<file path="config.mk">
export PLATFORM = sky130hd
export DESIGN_NAME = textVgaTop
export DESIGN_NICKNAME = d
export VERILOG_FILES = /design/src/logic/textVgaPkg.sv /design/src/logic/rangeCounter.sv /design/src/logic/delayLine.sv /design/src/logic/rasterSequencer.sv /design/src/logic/glyphFetch.sv /design/src/logic/textVgaTop.sv
export SDC_FILE = /design/constraint.sdc
export NUM_CORES = 1
export LEC_CHECK = 0
export BUFFER_PORTS_ARGS = -buffer_cell sky130_fd_sc_hd__buf_2
export CAP_MARGIN = 20
export CORE_ASPECT_RATIO = 0.6
export CORE_MARGIN = 5
export CORE_UTILIZATION = 40
export DETAILED_ROUTE_END_ITERATION = 10
export PLACE_DENSITY = 0.65
export SLEW_MARGIN = 5
export SYNTH_ARGS = -nofsm -noshare
export SYNTH_HDL_FRONTEND = slang
export SYNTH_SLANG_ARGS = --single-unit
</file>
<file path="constraint.sdc">
create_clock -name clk -period 9.2 [get_ports clk]
set_input_delay 0.46 -clock clk [delete_from_list [all_inputs] [get_ports clk]]
set_output_delay 0.46 -clock clk [all_outputs]
set_load 0.02 [all_outputs]
</file>
<file path="src/logic/textVgaPkg.sv">
package textVgaPkg;

  localparam int CharWidth = 8; // bits per character code

  // raster sequencer states, line states first
  typedef enum logic [3:0] {
    init,   // single cycle after reset
    active,
    hFront,
    hSync,
    hBack,
    vFront, // whole-line states of the vertical blank
    vSync,
    vBack
  } rasterState;

  typedef struct packed {
    logic init;       // high for one cycle out of reset
    logic active;     // visible pixel level
    logic lineEnd;    // strobe at last column of a line
    logic frameStart; // strobe at column 0 of row 0
    logic hsyncLevel; // positive-going
    logic vsyncLevel; // positive-going
  } rasterCtl;

  typedef struct packed {
    logic red;
    logic green;
    logic blue;
    logic hsyncN; // active low
    logic vsyncN; // active low
  } videoOut;

endpackage

</file>
<file path="src/logic/rangeCounter.sv">
`timescale 1ns/1ps

module rangeCounter #(
  parameter int Min = 0,
  parameter int Max = 255,
  parameter int Inc = 1
) (
  input  logic clk,
  input  logic reset,
  input  logic en,
  output int   count,
  output logic nearFull,
  output logic wrap
);

  always_ff @(posedge clk) begin
    if (reset) begin
      count    <= Min;
      nearFull <= 1'b0;
      wrap     <= 1'b0;
    end else if (en) begin
      nearFull <= (count == Max - Inc); // stepping into Max
      wrap     <= (count == Max);
      count    <= (count == Max) ? Min : count + Inc;
    end else begin
      nearFull <= 1'b0; // strobes last one cycle only
      wrap     <= 1'b0;
    end
  end

endmodule

</file>
<file path="src/logic/delayLine.sv">
`timescale 1ns/1ps

module delayLine #(
  parameter int Len   = 4,
  parameter int Width = 1
) (
  input  logic             clk,
  input  logic             reset,
  input  logic [Width-1:0] din,
  output logic [Width-1:0] dout
);

  logic [Width-1:0] stages [Len];

  always_ff @(posedge clk) begin
    if (reset) begin
      for (int i = 0; i < Len; i++) stages[i] <= '0; // inactive syncs out of reset
    end else begin
      stages[0] <= din;
      for (int i = 1; i < Len; i++) stages[i] <= stages[i-1];
    end
  end

  assign dout = stages[Len-1]; // din from Len cycles ago

endmodule

</file>
<file path="src/logic/rasterSequencer.sv">
`timescale 1ns/1ps

module rasterSequencer #(
  parameter int ScrnCols = 640,
  parameter int ScrnRows = 480,
  parameter int HSynStrt = 656,
  parameter int HSynStop = 720,
  parameter int LineCols = 800,
  parameter int VSynStrt = 483,
  parameter int VSynStop = 487,
  parameter int FramRows = 501
) (
  input  logic                 clk,
  input  logic                 reset,
  input  int                   hctr,
  input  int                   vctr,
  output textVgaPkg::rasterCtl ctl
);
  import textVgaPkg::*;

  rasterState state;
  logic lineEndReg;
  logic frameStartReg;
  logic hsyncReg;

  // last cycle of each interval
  logic activeEnd;
  logic hFrontEnd;
  logic hSyncEnd;
  logic lineLast;
  logic lastVisRow;
  logic vFrontEnd;
  logic vSyncEnd;
  logic frameLast;

  assign activeEnd  = (hctr == ScrnCols - 1);
  assign hFrontEnd  = (hctr == HSynStrt - 1);
  assign hSyncEnd   = (hctr == HSynStop - 1);
  assign lineLast   = (hctr == LineCols - 1);
  assign lastVisRow = (vctr == ScrnRows - 1);
  assign vFrontEnd  = (vctr == VSynStrt - 1);
  assign vSyncEnd   = (vctr == VSynStop - 1);
  assign frameLast  = (vctr == FramRows - 1);

  always_ff @(posedge clk) begin
    if (reset) begin
      state         <= init;
      lineEndReg    <= 1'b0;
      frameStartReg <= 1'b0;
      hsyncReg      <= 1'b0;
    end else begin
      lineEndReg    <= (hctr == LineCols - 2); // high on the last column
      frameStartReg <= (lineLast && frameLast) || (state == init);
      // hsync runs on blank lines too, so keep it apart from the state
      hsyncReg      <= hFrontEnd || (hsyncReg && !hSyncEnd);
      case (state)
        init:    state <= active; // counters are cleared during init
        active:  state <= activeEnd ? hFront : active;
        hFront:  state <= hFrontEnd ? hSync : hFront;
        hSync:   state <= hSyncEnd ? hBack : hSync;
        hBack:   if (lineLast) state <= lastVisRow ? vFront : active;
        vFront:  if (lineLast && vFrontEnd) state <= vSync;
        vSync:   if (lineLast && vSyncEnd) state <= vBack;
        vBack:   if (lineLast && frameLast) state <= active;
        default: state <= init;
      endcase
    end
  end

  always_comb begin
    ctl.init       = (state == init);
    ctl.active     = (state == active);
    ctl.lineEnd    = lineEndReg;
    ctl.frameStart = frameStartReg;
    ctl.hsyncLevel = hsyncReg;
    ctl.vsyncLevel = (state == vSync); // whole lines from column 0
  end

endmodule

</file>
<file path="src/logic/glyphFetch.sv">
`timescale 1ns/1ps

module glyphFetch #(
  parameter int TextCols = 64,
  parameter int TextRows = 32,
  parameter int FontCols = 10,
  parameter int FontRows = 15
) (
  input  logic                                                      clk,
  input  logic                                                      reset,
  input  textVgaPkg::rasterCtl                                      ctl,
  input  int                                                        hctr,
  input  int                                                        vctr,
  output logic [$clog2(TextCols * TextRows)-1:0]                    textAddr,
  input  logic [textVgaPkg::CharWidth-1:0]                          textData,
  output logic [$clog2((2 ** textVgaPkg::CharWidth) * FontRows)-1:0] fontAddr,
  input  logic [FontCols-1:0]                                       fontData,
  output logic                                                      pixel
);
  import textVgaPkg::*;

  localparam int TextAddrWidth = $clog2(TextCols * TextRows);
  localparam int FontAddrWidth = $clog2((2 ** CharWidth) * FontRows);
  localparam int FetchCols     = TextCols * FontCols; // visible columns
  localparam int FetchRows     = TextRows * FontRows; // visible rows

  int   tcol;
  int   trow;
  int   grow;
  logic cellLast;  // last column of a cell
  logic cellWrap;  // first column of the next cell
  logic rowWrap;   // first line of a new text row
  logic lineReset;
  logic frameReset;
  logic loadGlyph;
  logic [FontCols-1:0] glyph;

  assign lineReset  = reset | ctl.init | ctl.lineEnd;
  assign frameReset = reset | ctl.init | ctl.frameStart;

  rangeCounter #(.Min(0), .Max(FontCols - 1), .Inc(1)) glyphColCtr (
    .clk, .reset(lineReset), .en(ctl.active),
    .count(), .nearFull(cellLast), .wrap(cellWrap)
  );

  rangeCounter #(.Min(0), .Max(TextCols - 1), .Inc(1)) textColCtr (
    .clk, .reset(lineReset), .en(cellLast),
    .count(tcol), .nearFull(), .wrap()
  );

  // glyph row steps only across visible lines
  rangeCounter #(.Min(0), .Max(FontRows - 1), .Inc(1)) glyphRowCtr (
    .clk, .reset(frameReset), .en(ctl.lineEnd && (vctr < FetchRows)),
    .count(grow), .nearFull(), .wrap(rowWrap)
  );

  rangeCounter #(.Min(0), .Max(TextRows - 1), .Inc(1)) textRowCtr (
    .clk, .reset(frameReset), .en(rowWrap),
    .count(trow), .nearFull(), .wrap()
  );

  // text read, then font read, then shifter load, one cycle each
  always_ff @(posedge clk) begin
    if (reset) begin
      textAddr  <= '0;
      fontAddr  <= '0;
      loadGlyph <= 1'b0;
    end else begin
      if (hctr < FetchCols) begin
        textAddr <= TextAddrWidth'(trow * TextCols + tcol); // held through blanking
      end
      fontAddr  <= FontAddrWidth'(int'(textData) * FontRows + grow);
      loadGlyph <= cellWrap;
    end
  end

  always_ff @(posedge clk) begin
    if (loadGlyph) begin
      glyph <= fontData;
    end else begin
      glyph <= glyph >> 1; // bit 0 is the leftmost pixel
    end
  end

  assign pixel = glyph[0];

endmodule

</file>
<file path="src/logic/textVgaTop.sv">
`timescale 1ns/1ps

module textVgaTop #(
  parameter int ScrnCols = 640,
  parameter int ScrnRows = 480,
  parameter int TextCols = 64,
  parameter int TextRows = 32,
  parameter int FontCols = 10,
  parameter int FontRows = 15,
  parameter int HSynStrt = 656,
  parameter int HSynStop = 720,
  parameter int LineCols = 800,
  parameter int VSynStrt = 483,
  parameter int VSynStop = 487,
  parameter int FramRows = 501
) (
  input  logic                                                      clk,
  input  logic                                                      reset,
  output logic [$clog2(TextCols * TextRows)-1:0]                    textAddr,
  input  logic [textVgaPkg::CharWidth-1:0]                          textData,
  output logic [$clog2((2 ** textVgaPkg::CharWidth) * FontRows)-1:0] fontAddr,
  input  logic [FontCols-1:0]                                       fontData,
  output textVgaPkg::videoOut                                       video
);
  import textVgaPkg::*;

  localparam int PixelLatency = FontCols + 2; // text, font and shifter stages

  typedef struct packed {
    logic hsync;
    logic vsync;
    logic visible;
  } syncGroup;

  rasterCtl ctl;
  int       hctr;
  int       vctr;
  logic     lineLast;
  logic     counterReset;
  logic     pixel;
  syncGroup syncNow;
  syncGroup syncDly;

  assign counterReset = reset | ctl.init;

  rangeCounter #(.Min(0), .Max(LineCols - 1), .Inc(1)) hCounter (
    .clk, .reset(counterReset), .en(1'b1),
    .count(hctr), .nearFull(lineLast), .wrap()
  );

  rangeCounter #(.Min(0), .Max(FramRows - 1), .Inc(1)) vCounter (
    .clk, .reset(counterReset), .en(lineLast),
    .count(vctr), .nearFull(), .wrap()
  );

  rasterSequencer #(
    .ScrnCols(ScrnCols), .ScrnRows(ScrnRows),
    .HSynStrt(HSynStrt), .HSynStop(HSynStop), .LineCols(LineCols),
    .VSynStrt(VSynStrt), .VSynStop(VSynStop), .FramRows(FramRows)
  ) sequencer (
    .clk, .reset, .hctr, .vctr, .ctl
  );

  glyphFetch #(
    .TextCols(TextCols), .TextRows(TextRows),
    .FontCols(FontCols), .FontRows(FontRows)
  ) fetch (
    .clk, .reset, .ctl, .hctr, .vctr,
    .textAddr, .textData, .fontAddr, .fontData, .pixel
  );

  always_comb begin
    syncNow.hsync   = ctl.hsyncLevel;
    syncNow.vsync   = ctl.vsyncLevel;
    syncNow.visible = ctl.active;
  end

  // line up syncs and blanking with the pixel pipeline
  delayLine #(.Len(PixelLatency), .Width($bits(syncGroup))) syncDelay (
    .clk, .reset, .din(syncNow), .dout(syncDly)
  );

  always_comb begin
    video.red    = pixel & syncDly.visible;
    video.green  = pixel & syncDly.visible;
    video.blue   = pixel & syncDly.visible;
    video.hsyncN = ~syncDly.hsync;
    video.vsyncN = ~syncDly.vsync;
  end

endmodule

</file>
======== Word level (Yosys, flattened, before mapping) ========
Memories as Yosys holds them, arrays and structs flattened.
Cells that the tools add are included.
word-level totals
  bits in registers ....................... 237
  RAM bits ................................ 36
  output and inout bits ................... 28
  word-level logic and storage cells ...... 119
  memories ................................ 1
memory list
  name              words  width  read ports  clocked after Yosys merged registers in  wr ports  RTL line         source
  syncDelay.stages  12     3      12          0                                        12        delayLine.sv:13  logic [Width-1:0] stages [Len];
cells by class
  $add $sub $neg .......................... 8
  multiply operators ...................... 1
  magnitude comparators ................... 2
  equal/unequal tests ..................... 25
  muxes and demuxes ....................... 30
  bitwise logic cells ..................... 20
  reduce and logical (&&, ||, !) cells .... 13
operators by type and width
  operator                                                                         count
  32-bit by 2-bit adder with 32-bit output (second input constant)                 6
  32-bit by 11-bit == test with 1-bit output (second input constant)               5
  32-bit two-way mux                                                               5
  32-bit by 10-bit == test with 1-bit output (second input constant)               4
  32-bit by 5-bit == test with 1-bit output (second input constant)                3
  3-bit two-way mux                                                                14
  32-bit by 6-bit == test with 1-bit output (second input constant)                1
  32-bit by 7-bit == test with 1-bit output (second input constant)                1
  32-bit by 10-bit less-than comparator with 1-bit output (second input constant)  1
  32-bit by 11-bit less-than comparator with 1-bit output (second input constant)  1
  4-bit case mux with 8 select lines                                               1
  4-bit by 3-bit == test with 1-bit output (second input constant)                 4
  4-bit two-way mux                                                                4
  1-bit OR                                                                         15
  12-bit adder                                                                     1
  8-bit by 4-bit multiplier with 12-bit output (second input constant)             1
  11-bit adder                                                                     1
  9-bit two-way mux                                                                1
  4-bit by 2-bit == test with 1-bit output (second input constant)                 2
  2-bit by 1-bit != test with 1-bit output (second input constant)                 3
  2-bit OR reduction                                                               3
  1-bit logical AND                                                                5
  4-bit by 1-bit == test with 1-bit output (second input constant)                 1
  4-bit logical NOT                                                                1
  other kinds (8)                                                                  15

======== Depth between registers and ports, before layout ========
Gate-level depths: netlist of the first run.
  depth after elaboration ................. 4
  gate-level depth with buffers ........... 14

======== Hierarchy ========
A second synthesis of the first run with hierarchy kept.
unflattened totals
  cells, all modules ...................... 1,623
  area total of the unflattened synthesis .. 14,699.1 sq um
modules (own cells, without submodules)
  module                             times used  cells each  area an instance (sq um)
  glyphFetch                         1           288         2,636.3
  rangeCounter at fetch.glyphColCtr  1           197         1,775.5
  rangeCounter at fetch.textRowCtr   1           202         1,719.1
  rangeCounter at vCounter           1           193         1,699.1
  rangeCounter at hCounter           1           196         1,676.6
  rangeCounter at fetch.textColCtr   1           179         1,631.6
  rangeCounter at fetch.glyphRowCtr  1           190         1,621.6
  delayLine                          1           78          1,017.2
  rasterSequencer                    1           93          883.3
  textVgaTop                         1           7           38.8

======== Worst setup path after synthesis of the first run ========
Ideal clock, no wire load.
  kind .................................... input port to flip-flop
  start point ............................. input textData[3] (netlist bit)
  end point ............................... register fetch.fontAddr[11] (netlist bit)
  setup time .............................. 128 ps
  arrival time ............................ 3,439 ps
  required time ........................... 9,072 ps
  path slack .............................. 5,633 ps
  stages .................................. 14
  path buffers ............................ 0
  cell sequence ........................... inv_1 -> fa_1 -> inv_1 -> fa_1 -> inv_1 -> fa_1 -> inv_1 -> ha_1 -> nand3_1 -> o211ai_1 -> o41ai_1 -> o21ai_0 -> xnor2_1 -> nor2_1
on the way
  longest elaborated chain between the ends .. 2
ends and longest elaborated chain
  element                                       RTL line          source
  from (decl)                                   textVgaTop.sv:20  input logic [textVgaPkg::CharWidth-1:0] textData,
  8-bit by 4-bit multiplier with 12-bit output  glyphFetch.sv:72  fontAddr <= FontAddrWidth'(int'(textData) * FontRows + grow);
  12-bit adder                                  glyphFetch.sv:72
  to (signal assigned)                          glyphFetch.sv:72
  to (decl)                                     glyphFetch.sv:16  output logic [$clog2((2 ** textVgaPkg::CharWidth) * FontRows)-1:0] fontAddr,
Every way passes these cells.
A chain may end at the register's enable or synchronous reset.

======== Worst setup path in the final report of the first run ========
Ends and elaborated chain as after synthesis.

==> reports/results.tsv, run 1 <==
stage	metric	value	unit
outcome	outcome	complete, no violations	
critical_path	Critical Path Start Type	primary input	
route	initial detailed-routing violation count	762	
clock_network	CTS tree	built	
clock_network	Post-CTS Setup Repair Bufs	0	
job	Max Cap Violations	0	
sta	measured slew at the worst slew-check pin	1.05	ns
clock_network	Reg clk slew, reported paths	0.06	ns
floorplan	Chip Height	148	um
route	vias per inst	5.04	
power_and_ir_drop	leakage power	5.09	nW
critical_path	Slowest-stage cell, CP	fa_1	
clock_network	Root Driver	clkbuf_16	
power_and_ir_drop	power share of the clock group	0.408	
sta	RSZ-0062 raised after global routing	no	
global_route	Overall Global Routing Usage	0.149	
synth	Netlist Area Pre-Place	0.0127	mm2
critical_path	crit path DAT	3.82	ns
placed_design	dpl cells	1873	
synth	Syn. warnings	0	
critical_path	crit path buf inv count	5	
power_and_ir_drop	Power Internal	0.00192	W
final_layout	layout cells sized above 1	0.0796	
clock_network	clk buf depth	3	
synth	Main synth FF type	dfxtp_1	
synth	Post-synth EDFFs	0	
sta	fmax	0.293	GHz
critical_path	r2r setup slk	5.84	ns
placed_design	Final Wtd Congestion	0.843	
synth	Synth area leaders	dfxtp_1 43%, nor2_1 7.6%, xnor2_1 7.2%	
synth	post-synthesis adder-cell area fraction	0.0698	
power_and_ir_drop	combinational share of power	0.130	
synth	mux contribution to synthesized area	0.0190	
synth	Compound-Gate Fraction of Synth Area	0.0330	
sta	Fin. Hold Viols	0	
final_layout	Nets	1564	
global_route	initial antenna violation count	1	
global_route	Overflow after GRT	0	
route	Post-Route WL	26.2	mm
sta	worst relative slew slack	0.292	
synth	Yosys top cell area share	0.429	
clock_network	H-tree levels	1	
synth	largest family of logic cells by synthesized area	simple AND/OR/NAND/NOR gates	
floorplan	Starting Density	0.407	
placed_design	IO buf count	47	
final_layout	# fillers	2965	
critical_path	worst flop-to-flop path startpoint	vCounter.count[23]	
clock_network	post_cts resized	0	
final_layout	final instance area	0.0142	mm2
synth	area leader, netlist	dfxtp_1	
critical_path	CP cell instances	buf_2 > inv_1 > fa_1 > inv_1 > fa_1 > inv_1 > fa_1 > inv_1 > ha_1 > nand3_1 > o211ai_1 > o41ai_1 > o21ai_0 > xnor2_1 > nor2_1	
power_and_ir_drop	Psw	0.000744	W
sta	Final Cycle Share	0.370	
route	DR vias	9693	
synth	Post-synth ARST share	0	
synth	synth unique cells	53	
route	WL/cell	13.6	um
floorplan	area of the core	0.0312	mm2
power_and_ir_drop	Switching Fraction	0.279	
hold_path	Worst Hold End	fetch.glyph[6]	
final_layout	Final Util	0.455	
floorplan	Die X	240	um
floorplan	Rows	50	
hold_path	Min-Delay Path Depth	2	
route	# DRC	0	
route	post-route ant nets	0	
critical_path	CP top delay family	adder cells	
floorplan	total I/O pin count	48	
sta	setup_tns	0	ns
sta	Clock Skews	0.0185	ns
critical_path	CP peak stage delay	0.55	ns
critical_path	worst endpoint required time	9.61	ns
critical_path	crit path max fanout	5	
critical_path	worst r2r dst	fetch.glyphRowCtr.count[27]	
sta	final hold slack	0.127	ns
power_and_ir_drop	Max VDD drop	128	uV
final_layout	Diodes inserted	0	
sta	Final Max Tran Viols	0	
critical_path	most used cell, CP	inv_1	
critical_path	Critical Path Sink Type	register	
placed_design	hpwl dp	18.7	mm
power_and_ir_drop	power density over cell area	188	mW/mm2
synth	XOR/XNOR Fraction of Synth Area	0.130	
clock_network	CTS Sinks	272	
placed_design	placed cell areas	0.0133	mm2
floorplan	die area	0.0355	mm2
critical_path	R2R depth	6	
synth	Yosys reg bits	272	
clock_network	Worst-Skew Late Latency	0.56	ns
power_and_ir_drop	Flop pwr share	0.462	
synth	syn nets	1530	
sta	Setup-failing EPs final	0	
hold_path	Hold WC Path Type	in2reg	
hold_path	Hold Startpoint	fontData[6]	
sta	fin crit period	3.41	ns
clock_network	Inserted Clock Buffers	27	
final_layout	layout overhead on the synthesized area	11.9	%
synth	register area share after synthesis	0.429	
global_route	first-pass GRT wire length	45.2	mm
global_route	number of global-route vias before repair	9061	
synth	Cells after Synth	1453	
synth	post-synthesis simple-gate area fraction	0.276	
route	DR pass1 iterations	5	
final_layout	fin cells	1923	
global_route	largest net degree at the start of global routing	74	
clock_network	# hold bufs at CTS	0	
synth	Post-Synthesis Mean Instance Area	8.74	um2
critical_path	WS Path Type	in2reg	
[worst register-to-register path, cell delays in order (launching register included)]
cell and delay, ns:
dfxtp_1 0.35, nor4_1 0.32, nand4_1 0.33, o41a_1 0.85, or4_1 0.72, nand2_2 0.51
nor2_1 0.13
[through the flow]
step           power (W)  worst slack (ns)
2_1_floorplan    0.00150              5.63
3_3_place_gp     0.00159              5.28
3_5_place_dp     0.00160              5.23
4_1_cts          0.00269              5.82
5_1_grt          0.00280              5.54
6_report         0.00267              5.79
[cell usage after synthesis, types with 2 or more instances]
| cell type | count |
|---|---|
| a211oi_1 | 5 |
| a21o_1 | 5 |
| a21oi_1 | 19 |
| a31oi_1 | 5 |
| and2_1 | 10 |
| and3_1 | 20 |
| and4_1 | 14 |
| buf_1 | 5 |
| buf_4 | 2 |
| buf_6 | 3 |
| clkbuf_1 | 40 |
| dfxtp_1 | 272 |
| fa_1 | 23 |
| ha_1 | 34 |
| inv_1 | 90 |
| mux2_2 | 9 |
| mux2i_1 | 14 |
| nand2_1 | 88 |
| nand2b_1 | 3 |
| nand3_1 | 70 |
| nand3b_1 | 2 |
| nand4_1 | 57 |
| nor2_1 | 256 |
| nor2b_1 | 44 |
| nor3_1 | 47 |
| nor3b_1 | 5 |
| nor4_1 | 61 |
| nor4b_1 | 9 |
| o211ai_1 | 2 |
| o21ai_0 | 12 |
| o21ai_1 | 2 |
| o41ai_1 | 3 |
| or2_2 | 3 |
| or3_1 | 11 |
| or4_1 | 4 |
| xnor2_1 | 105 |
| xor2_1 | 83 |
[power groups by stage]
stage | Combinational [W] | Sequential [W] | Clock (W)
6_report | 0.000347 | 0.00123 | 0.00109
5_1_grt | 0.000393 | 0.00124 | 0.00117
4_1_cts | 0.000339 | 0.00123 | 0.00112
3_5_place_dp | 0.000338 | 0.00126 | 0
3_3_place_gp | 0.000330 | 0.00126 | 0
2_1_floorplan | 0.000239 | 0.00126 | 0
[cells by family (layout without fill, tap and decap cells)]
group | Yosys count | in the layout
muxes | 23 | 23
and+or+nand+nor | 708 | 708
xor gates and xnor gates | 188 | 188
buffers and inverters | 140 | 194
adders and majority gates | 57 | 57
AOI/OAI and AO/OA | 65 | 65
DFF | 272 | 272
[worst max path at each step]
stage | endpoint | cells after the start | from | slack [ns]
floorplan | fetch.fontAddr[11] | 14 | textData[3] | 5.63
detailed placement | fetch.fontAddr[11] | 15 | textData[3] | 5.23
global route | fetch.fontAddr[11] | 15 | textData[5] | 5.54
CTS | fetch.fontAddr[11] | 15 | textData[3] | 5.82
global placement | fetch.fontAddr[11] | 15 | textData[3] | 5.28
finish | fetch.fontAddr[11] | 15 | textData[3] | 5.79
[layout make-up]
type                    instances  area, um2  area share
flip-flops and latches        272       5450       0.383
inverters                      90        338      0.0238
clock buffers                  30        687      0.0484
repair buffers                 55        315      0.0222
well taps                     416        520      0.0366
multi-input cells            1041       6720       0.473
clock inverters                19        183      0.0129
[cells in the final DEF, fill, tap and decap left out, types with 5 or more instances in the layout]
cell type  Yosys  routed
a211oi_1       5       5
a21o_1         5       5
a21oi_1       19      19
a31oi_1        5       5
and2_1        10      10
and3_1        20      20
and4_1        14      14
buf_2          0      47
buf_4          2       7
clkbuf_16      0      27
clkinv_2       0       9
dfxtp_1      272     272
fa_1          23      23
ha_1          34      34
inv_1         90      90
mux2_2         9       9
mux2i_1       14      14
nand2_1       88      88
nand3_1       70      70
nand4_1       57      57
nor2_1       256     256
nor2b_1       44      44
nor3_1        47      47
nor3b_1        5       5
nor4_1        61      61
nor4b_1        9       9
o21ai_0       12      11
or3_1         11      11
xnor2_1      105     105
xor2_1        83      83
[sequential cells by signal, indices dropped and copies added (netlist names), 3 cells and up]
register / count
syncDelay.stages: 36
fetch.textColCtr.count: 32
vCounter.count: 32
fetch.textRowCtr.count: 32
fetch.glyphColCtr.count: 32
fetch.glyph: 10
fetch.fontAddr: 12
sequencer.state: 3
fetch.textAddr: 11
hCounter.count: 32
fetch.glyphRowCtr.count: 32
[layer usage]
metal,share of wire,wire length (um),vias up,track usage
met5,0,0,-,0
met4,0.022,570,0,0.0329
met3,0.056,1470,38,0.0287
met2,0.37,9730,210,0.199
met1,0.55,14500,4474,0.242
li1,-,-,4971,-
Power figures use the tool's default switching activity.
==> inputs of run 2 (changes only) <==
==> constraint.sdc (replaced) <==
create_clock -name clk -period 3.2 [get_ports clk]
set_input_delay 0.16 -clock clk [delete_from_list [all_inputs] [get_ports clk]]
set_output_delay 0.16 -clock clk [all_outputs]
set_load 0.02 [all_outputs]
==> reports/results.tsv, run 2 (synthesis results as in run 1) <==
stage	metric	value	unit
clock_network	Post-CTS Setup Repair Bufs	0	
critical_path	Critical Path Sink Type	register	
job	Max Cap Violations	0	
global_route	number of global-route vias before repair	8945	
critical_path	WS Path Type	in2reg	
outcome	outcome	complete, no violations	
clock_network	clk buf depth	3	
final_layout	Nets	1607	
global_route	first-pass GRT wire length	45.6	mm
route	# DRC	0	
power_and_ir_drop	power density over cell area	537	mW/mm2
global_route	Overall Global Routing Usage	0.151	
route	DR pass1 iterations	5	
final_layout	register area	0.00545	mm2
final_layout	Largest register FFs	36	
sta	Clock Skews	0.0259	ns
final_layout	layout cells sized above 1	0.101	
sta	Fin. Hold Viols	0	
final_layout	most common cell after layout, fill and taps aside	dfxtp_1	
route	vias per inst	5.00	
global_route	Most Used Layer, Global Route	met1	
sta	worst relative slew slack	0.473	
placed_design	IO buf count	47	
global_route	grt met1 use	0.248	
sta	RSZ-0062 raised after global routing	no	
global_route	Overflow after GRT	0	
hold_path	Hold Startpoint	reset	
final_layout	most frequent cells in the layout	272 x dfxtp_1, 256 x nor2_1, 105 x xnor2_1	
floorplan	Chip Height	148	um
sta	measured slew at the worst slew-check pin	0.784	ns
route	DR vias	9839	
clock_network	Worst-Skew Late Latency	0.55	ns
sta	setup_tns	0	ns
final_layout	Diodes inserted	0	
critical_path	CP top delay family	adder cells	
final_layout	final instance area	0.0146	mm2
route	initial detailed-routing violation count	812	
route	WL/cell	13.7	um
placed_design	placed cell areas	0.0136	mm2
floorplan	Rows	50	
floorplan	Starting Density	0.407	
sta	Final Cycle Share	0.921	
critical_path	crit path DAT	3.36	ns
global_route	largest net degree at the start of global routing	53	
clock_network	CTS Sinks	272	
global_route	grt met2 use	0.202	
critical_path	worst endpoint required time	3.61	ns
floorplan	area of the core	0.0312	mm2
clock_network	Root Driver	clkbuf_16	
critical_path	Slowest-stage cell, CP	fa_1	
clock_network	H-tree levels	1	
critical_path	CP cell instances	buf_2 > inv_1 > fa_1 > inv_1 > fa_1 > inv_1 > fa_1 > inv_1 > ha_1 > nand3_1 > o211ai_1 > o41ai_2 > o21ai_0 > xnor2_1 > nor2_1	
placed_design	hpwl dp	19.2	mm
route	Post-Route WL	26.9	mm
final_layout	area of the multi-input gates	0.00673	mm2
route	post-route ant nets	0	
clock_network	Inserted Clock Buffers	27	
clock_network	CTS tree	built	
final_layout	# fillers	2925	
sta	Setup-failing EPs final	0	
floorplan	Die X	240	um
clock_network	Reg clk slew, reported paths	0.07	ns
hold_path	Hold WC Path Type	in2reg	
placed_design	Final Wtd Congestion	0.831	
floorplan	die area	0.0355	mm2
critical_path	Critical Path Start Type	primary input	
critical_path	crit path buf inv count	5	
global_route	initial antenna violation count	0	
final_layout	Most flops, register	syncDelay.stages	
final_layout	layout overhead on the synthesized area	14.8	%
critical_path	worst setup path start	textData[2]	
sta	fmax	0.339	GHz
power_and_ir_drop	leakage power	5.30	nW
sta	fin crit period	2.95	ns
critical_path	crit path max fanout	6	
floorplan	total I/O pin count	48	
critical_path	CP peak stage delay	0.53	ns
sta	Final Max Tran Viols	0	
global_route	grt met3 use	0.0280	
critical_path	most used cell, CP	inv_1	
power_and_ir_drop	Max VDD drop	445	uV
critical_path	worst flop-to-flop path startpoint	fetch.glyphRowCtr.count[2]	
==> run 2: changes by cell type in the layout (fill, tap and decap cells not counted), moves of 2 or more <==
cell / before / now
buf_4: 7 / 40
dlygate4sd3_1: 0 / 10
clkbuf_8: 0 / 4
clkinv_2: 9 / 5
inv_6: 1 / 3
o41ai_1: 2 / 0
o41ai_2: 1 / 3
==> run 2: power by group <==
group / internal (W) / leakage, nW / switching [W] / total (W)
registers: 0.00346 / 2.19 / 0.0000783 / 0.00354
clock network: 0.00175 / 0.432 / 0.00140 / 0.00315
logic: 0.000427 / 2.68 / 0.000710 / 0.00114
==> run 2: worst paths after layout <==
kind,end,slack (ns),cells past startpoint
hold reg to reg,fetch.loadGlyph,0.43,1
hold / removal,sequencer.frameStartReg,0.04,2
setup / recovery,fetch.fontAddr[11],0.25,15
setup reg to reg,fetch.fontAddr[11],0.57,8
==> run 2: worst reg2reg max path: cells and delay by family, from the launching register on <==
family | cells | cell delay, ns
fa+ha+maj | 2 | 1.04
compound gates | 4 | 0.89
flops | 1 | 0.36
xor+xnor | 1 | 0.17
simple gates | 1 | 0.05
==> run 2: what timing repair did <==
item                                   CTS  global route
hold buffers                            10             0
endpoints found under the hold margin   10             0
gates resized for setup                  0             0
==> run 2: metal layers <==
layer	wire length [um]	vias to the layer above
met5	0	-
met4	369	0
met3	1350	27
met2	10400	201
met1	14800	4570
li1	-	5041
==> run 2: final cells by class <==
type,instances,share of cell area
clock buffers,34,0.0509
clock inverters,16,0.0100
inverters,90,0.0232
multi-input cells,1041,0.462
flip-flops and latches,272,0.373
well taps,416,0.0357
repair buffers,98,0.0450
==> run 2: through the flow <==
stage                     hold slack (ns)  instances  total power, W   util  setup slack [ns]
final                              0.0379       1967         0.00783  0.467             0.253
after detailed placement            0.387       1907         0.00474  0.435            -0.287
after floorplan                     0.287       1453         0.00433      -            0.0320
after CTS                         0.00636       1967         0.00793  0.467             0.279
after global placement              0.381       1907         0.00471  0.435            -0.166
after global routing               0.0399       1967         0.00824  0.467            0.0616
==> inputs of run 3 (changes only) <==
==> constraint.sdc (replaced) <==
create_clock -name clk -period 3.8 [get_ports clk]
set_input_delay 0.19 -clock clk [delete_from_list [all_inputs] [get_ports clk]]
set_output_delay 0.19 -clock clk [all_outputs]
set_load 0.02 [all_outputs]
==> reports/results.tsv, run 3 (synthesis results as in run 1) <==
stage	metric	value	unit
placed_design	hpwl dp	19.0	mm
route	post-route ant nets	0	
power_and_ir_drop	Psw	0.00172	W
sta	Clock Skews	0.0131	ns
sta	fin crit period	3.12	ns
sta	Final Max Tran Viols	0	
clock_network	Worst-Skew Late Latency	0.54	ns
critical_path	Critical Path Start Type	primary input	
final_layout	most common cell after layout, fill and taps aside	dfxtp_1	
critical_path	R2R depth	6	
route	met3 WL	1.42	mm
hold_path	Min-Delay Path Depth	2	
sta	setup_tns	0	ns
critical_path	crit path buf inv count	5	
critical_path	most used cell, CP	inv_1	
floorplan	Starting Density	0.407	
critical_path	crit path max fanout	6	
final_layout	layout cells sized above 1	0.0778	
final_layout	most frequent cells in the layout	272 x dfxtp_1, 256 x nor2_1, 105 x xnor2_1	
power_and_ir_drop	leakage power	5.15	nW
hold_path	Hold WC Path Type	in2reg	
floorplan	area of the core	0.0312	mm2
floorplan	Rows	50	
critical_path	crit path DAT	3.53	ns
job	Max Cap Violations	0	
sta	Setup-failing EPs final	0	
power_and_ir_drop	Max VDD drop	318	uV
final_layout	Diodes inserted	0	
global_route	largest net degree at the start of global routing	54	
sta	measured slew at the worst slew-check pin	0.980	ns
clock_network	CTS tree	built	
power_and_ir_drop	Flop pwr share	0.460	
critical_path	CP peak stage delay	0.55	ns
critical_path	worst flop-to-flop path startpoint	hCounter.count[19]	
route	WL/cell	13.7	um
sta	fmax	0.320	GHz
power_and_ir_drop	Power Internal	0.00476	W
global_route	Overall Global Routing Usage	0.147	
final_layout	layout overhead on the synthesized area	12.7	%
sta	Final Cycle Share	0.821	
route	WL met1	14.6	mm
critical_path	worst endpoint required time	4.21	ns
power_and_ir_drop	Switching Fraction	0.266	
hold_path	Worst Hold End	sequencer.frameStartReg	
critical_path	Slowest-stage cell, CP	fa_1	
sta	Fin. Hold Viols	0	
final_layout	final instance area	0.0143	mm2
clock_network	Inserted Clock Buffers	26	
global_route	initial antenna violation count	1	
route	vias per inst	5.07	
sta	worst relative slew slack	0.340	
placed_design	placed cell areas	0.0134	mm2
power_and_ir_drop	power density over cell area	453	mW/mm2
clock_network	# hold bufs at CTS	10	
clock_network	Root Driver	clkbuf_16	
power_and_ir_drop	power share of the clock group	0.408	
clock_network	Reg clk slew, reported paths	0.07	ns
floorplan	Die X	240	um
critical_path	worst r2r dst	hCounter.count[16]	
critical_path	Critical Path Sink Type	register	
clock_network	CTS Sinks	272	
global_route	number of global-route vias before repair	8761	
final_layout	Nets	1578	
route	met2 wire length	10.0	mm
floorplan	Chip Height	148	um
clock_network	Post-CTS Setup Repair Bufs	0	
hold_path	Hold Startpoint	reset	
route	DR vias	9788	
route	# DRC	0	
route	Post-Route WL	26.6	mm
clock_network	post_cts resized	0	
final_layout	Final Util	0.459	
route	initial detailed-routing violation count	780	
final_layout	Most flops, register	syncDelay.stages	
critical_path	CP top delay family	adder cells	
power_and_ir_drop	combinational share of power	0.131	
global_route	Overflow after GRT	0	
placed_design	Final Wtd Congestion	0.857	
floorplan	total I/O pin count	48	
critical_path	WS Path Type	in2reg	
global_route	first-pass GRT wire length	44.4	mm
clock_network	H-tree levels	1	
final_layout	Largest register FFs	36	
outcome	outcome	complete, no violations	
clock_network	clk buf depth	3	
floorplan	die area	0.0355	mm2
route	top sig layer	met4	
critical_path	CP cell instances	buf_2 > inv_1 > fa_1 > inv_1 > fa_1 > inv_1 > fa_1 > inv_1 > ha_1 > nand3_1 > o211ai_1 > o41ai_1 > o21ai_0 > xnor2_1 > nor2_1	
final_layout	# fillers	2965	
route	DR pass1 iterations	7	
critical_path	r2r setup slk	0.96	ns
sta	RSZ-0062 raised after global routing	no	
placed_design	IO buf count	47	
-- run 3: changes by cell type in the layout (fill, tap and decap cells not counted), sizes merged --
| cell | change |
|---|---|
| clkbuf | +1 |
| clkinvlp | -3 |
| buf | -28 |
| clkinv | -4 |
| bufinv | +2 |
| inv | -3 |
-- run 3: routing by layer --
layer | vias up | global-route usage
met5 | - | 0
met4 | 0 | 0.0281
met3 | 44 | 0.0315
met2 | 206 | 0.197
met1 | 4560 | 0.238
li1 | 4978 | -
-- run 3: through the flow --
| step | setup slack, ns | hold WS [ns] | std cells | total power [W] |
|---|---|---|---|---|
| finish | 0.680 | 0.0991 | 1932 | 0.00649 |
| global route | 0.493 | 0.0922 | 1932 | 0.00679 |
| CTS | 0.701 | 0.0755 | 1932 | 0.00656 |
| detailed placement | 0.134 | 0.413 | 1879 | 0.00389 |
| global placement | 0.227 | 0.411 | 1879 | 0.00387 |
| floorplan | 0.503 | 0.317 | 1453 | 0.00363 |
-- run 3: how the worst max path moves through the flow --
stage	start	end	slack, ns	cells past startpoint
global route	textData[2]	fetch.fontAddr[10]	0.49	15
detailed placement	textData[5]	fetch.fontAddr[11]	0.13	15
CTS	textData[5]	fetch.fontAddr[11]	0.70	15
floorplan	textData[3]	fetch.fontAddr[11]	0.50	14
global placement	textData[2]	fetch.fontAddr[10]	0.23	15
finish	textData[2]	fetch.fontAddr[10]	0.68	15
-- run 3: final cells by class --
class	instances	area, um2	share of cell area
multi-input cells	1041	6720	0.469
flip-flops and latches	272	5450	0.380
clock buffers	35	746	0.0521
well taps	416	520	0.0364
repair buffers	70	433	0.0302
inverters	90	338	0.0236
clock inverters	8	115	0.00804
-- run 3: worst reg2reg max path, delay by kind of cell, from the launching register on --
kind | cells | cell delay (ns)
buf+inv | 1 | 0.33
flops | 1 | 0.33
simple gates | 5 | 2.06
-- run 3: power groups by stage --
stage | registers [W] | clock network, W | logic [W]
final | 0.00299 | 0.00265 | 0.000852
after global routing | 0.00299 | 0.00284 | 0.000959
after CTS | 0.00298 | 0.00272 | 0.000853
after detailed placement | 0.00305 | 0 | 0.000841
after global placement | 0.00305 | 0 | 0.000820
after floorplan | 0.00306 | 0 | 0.000578
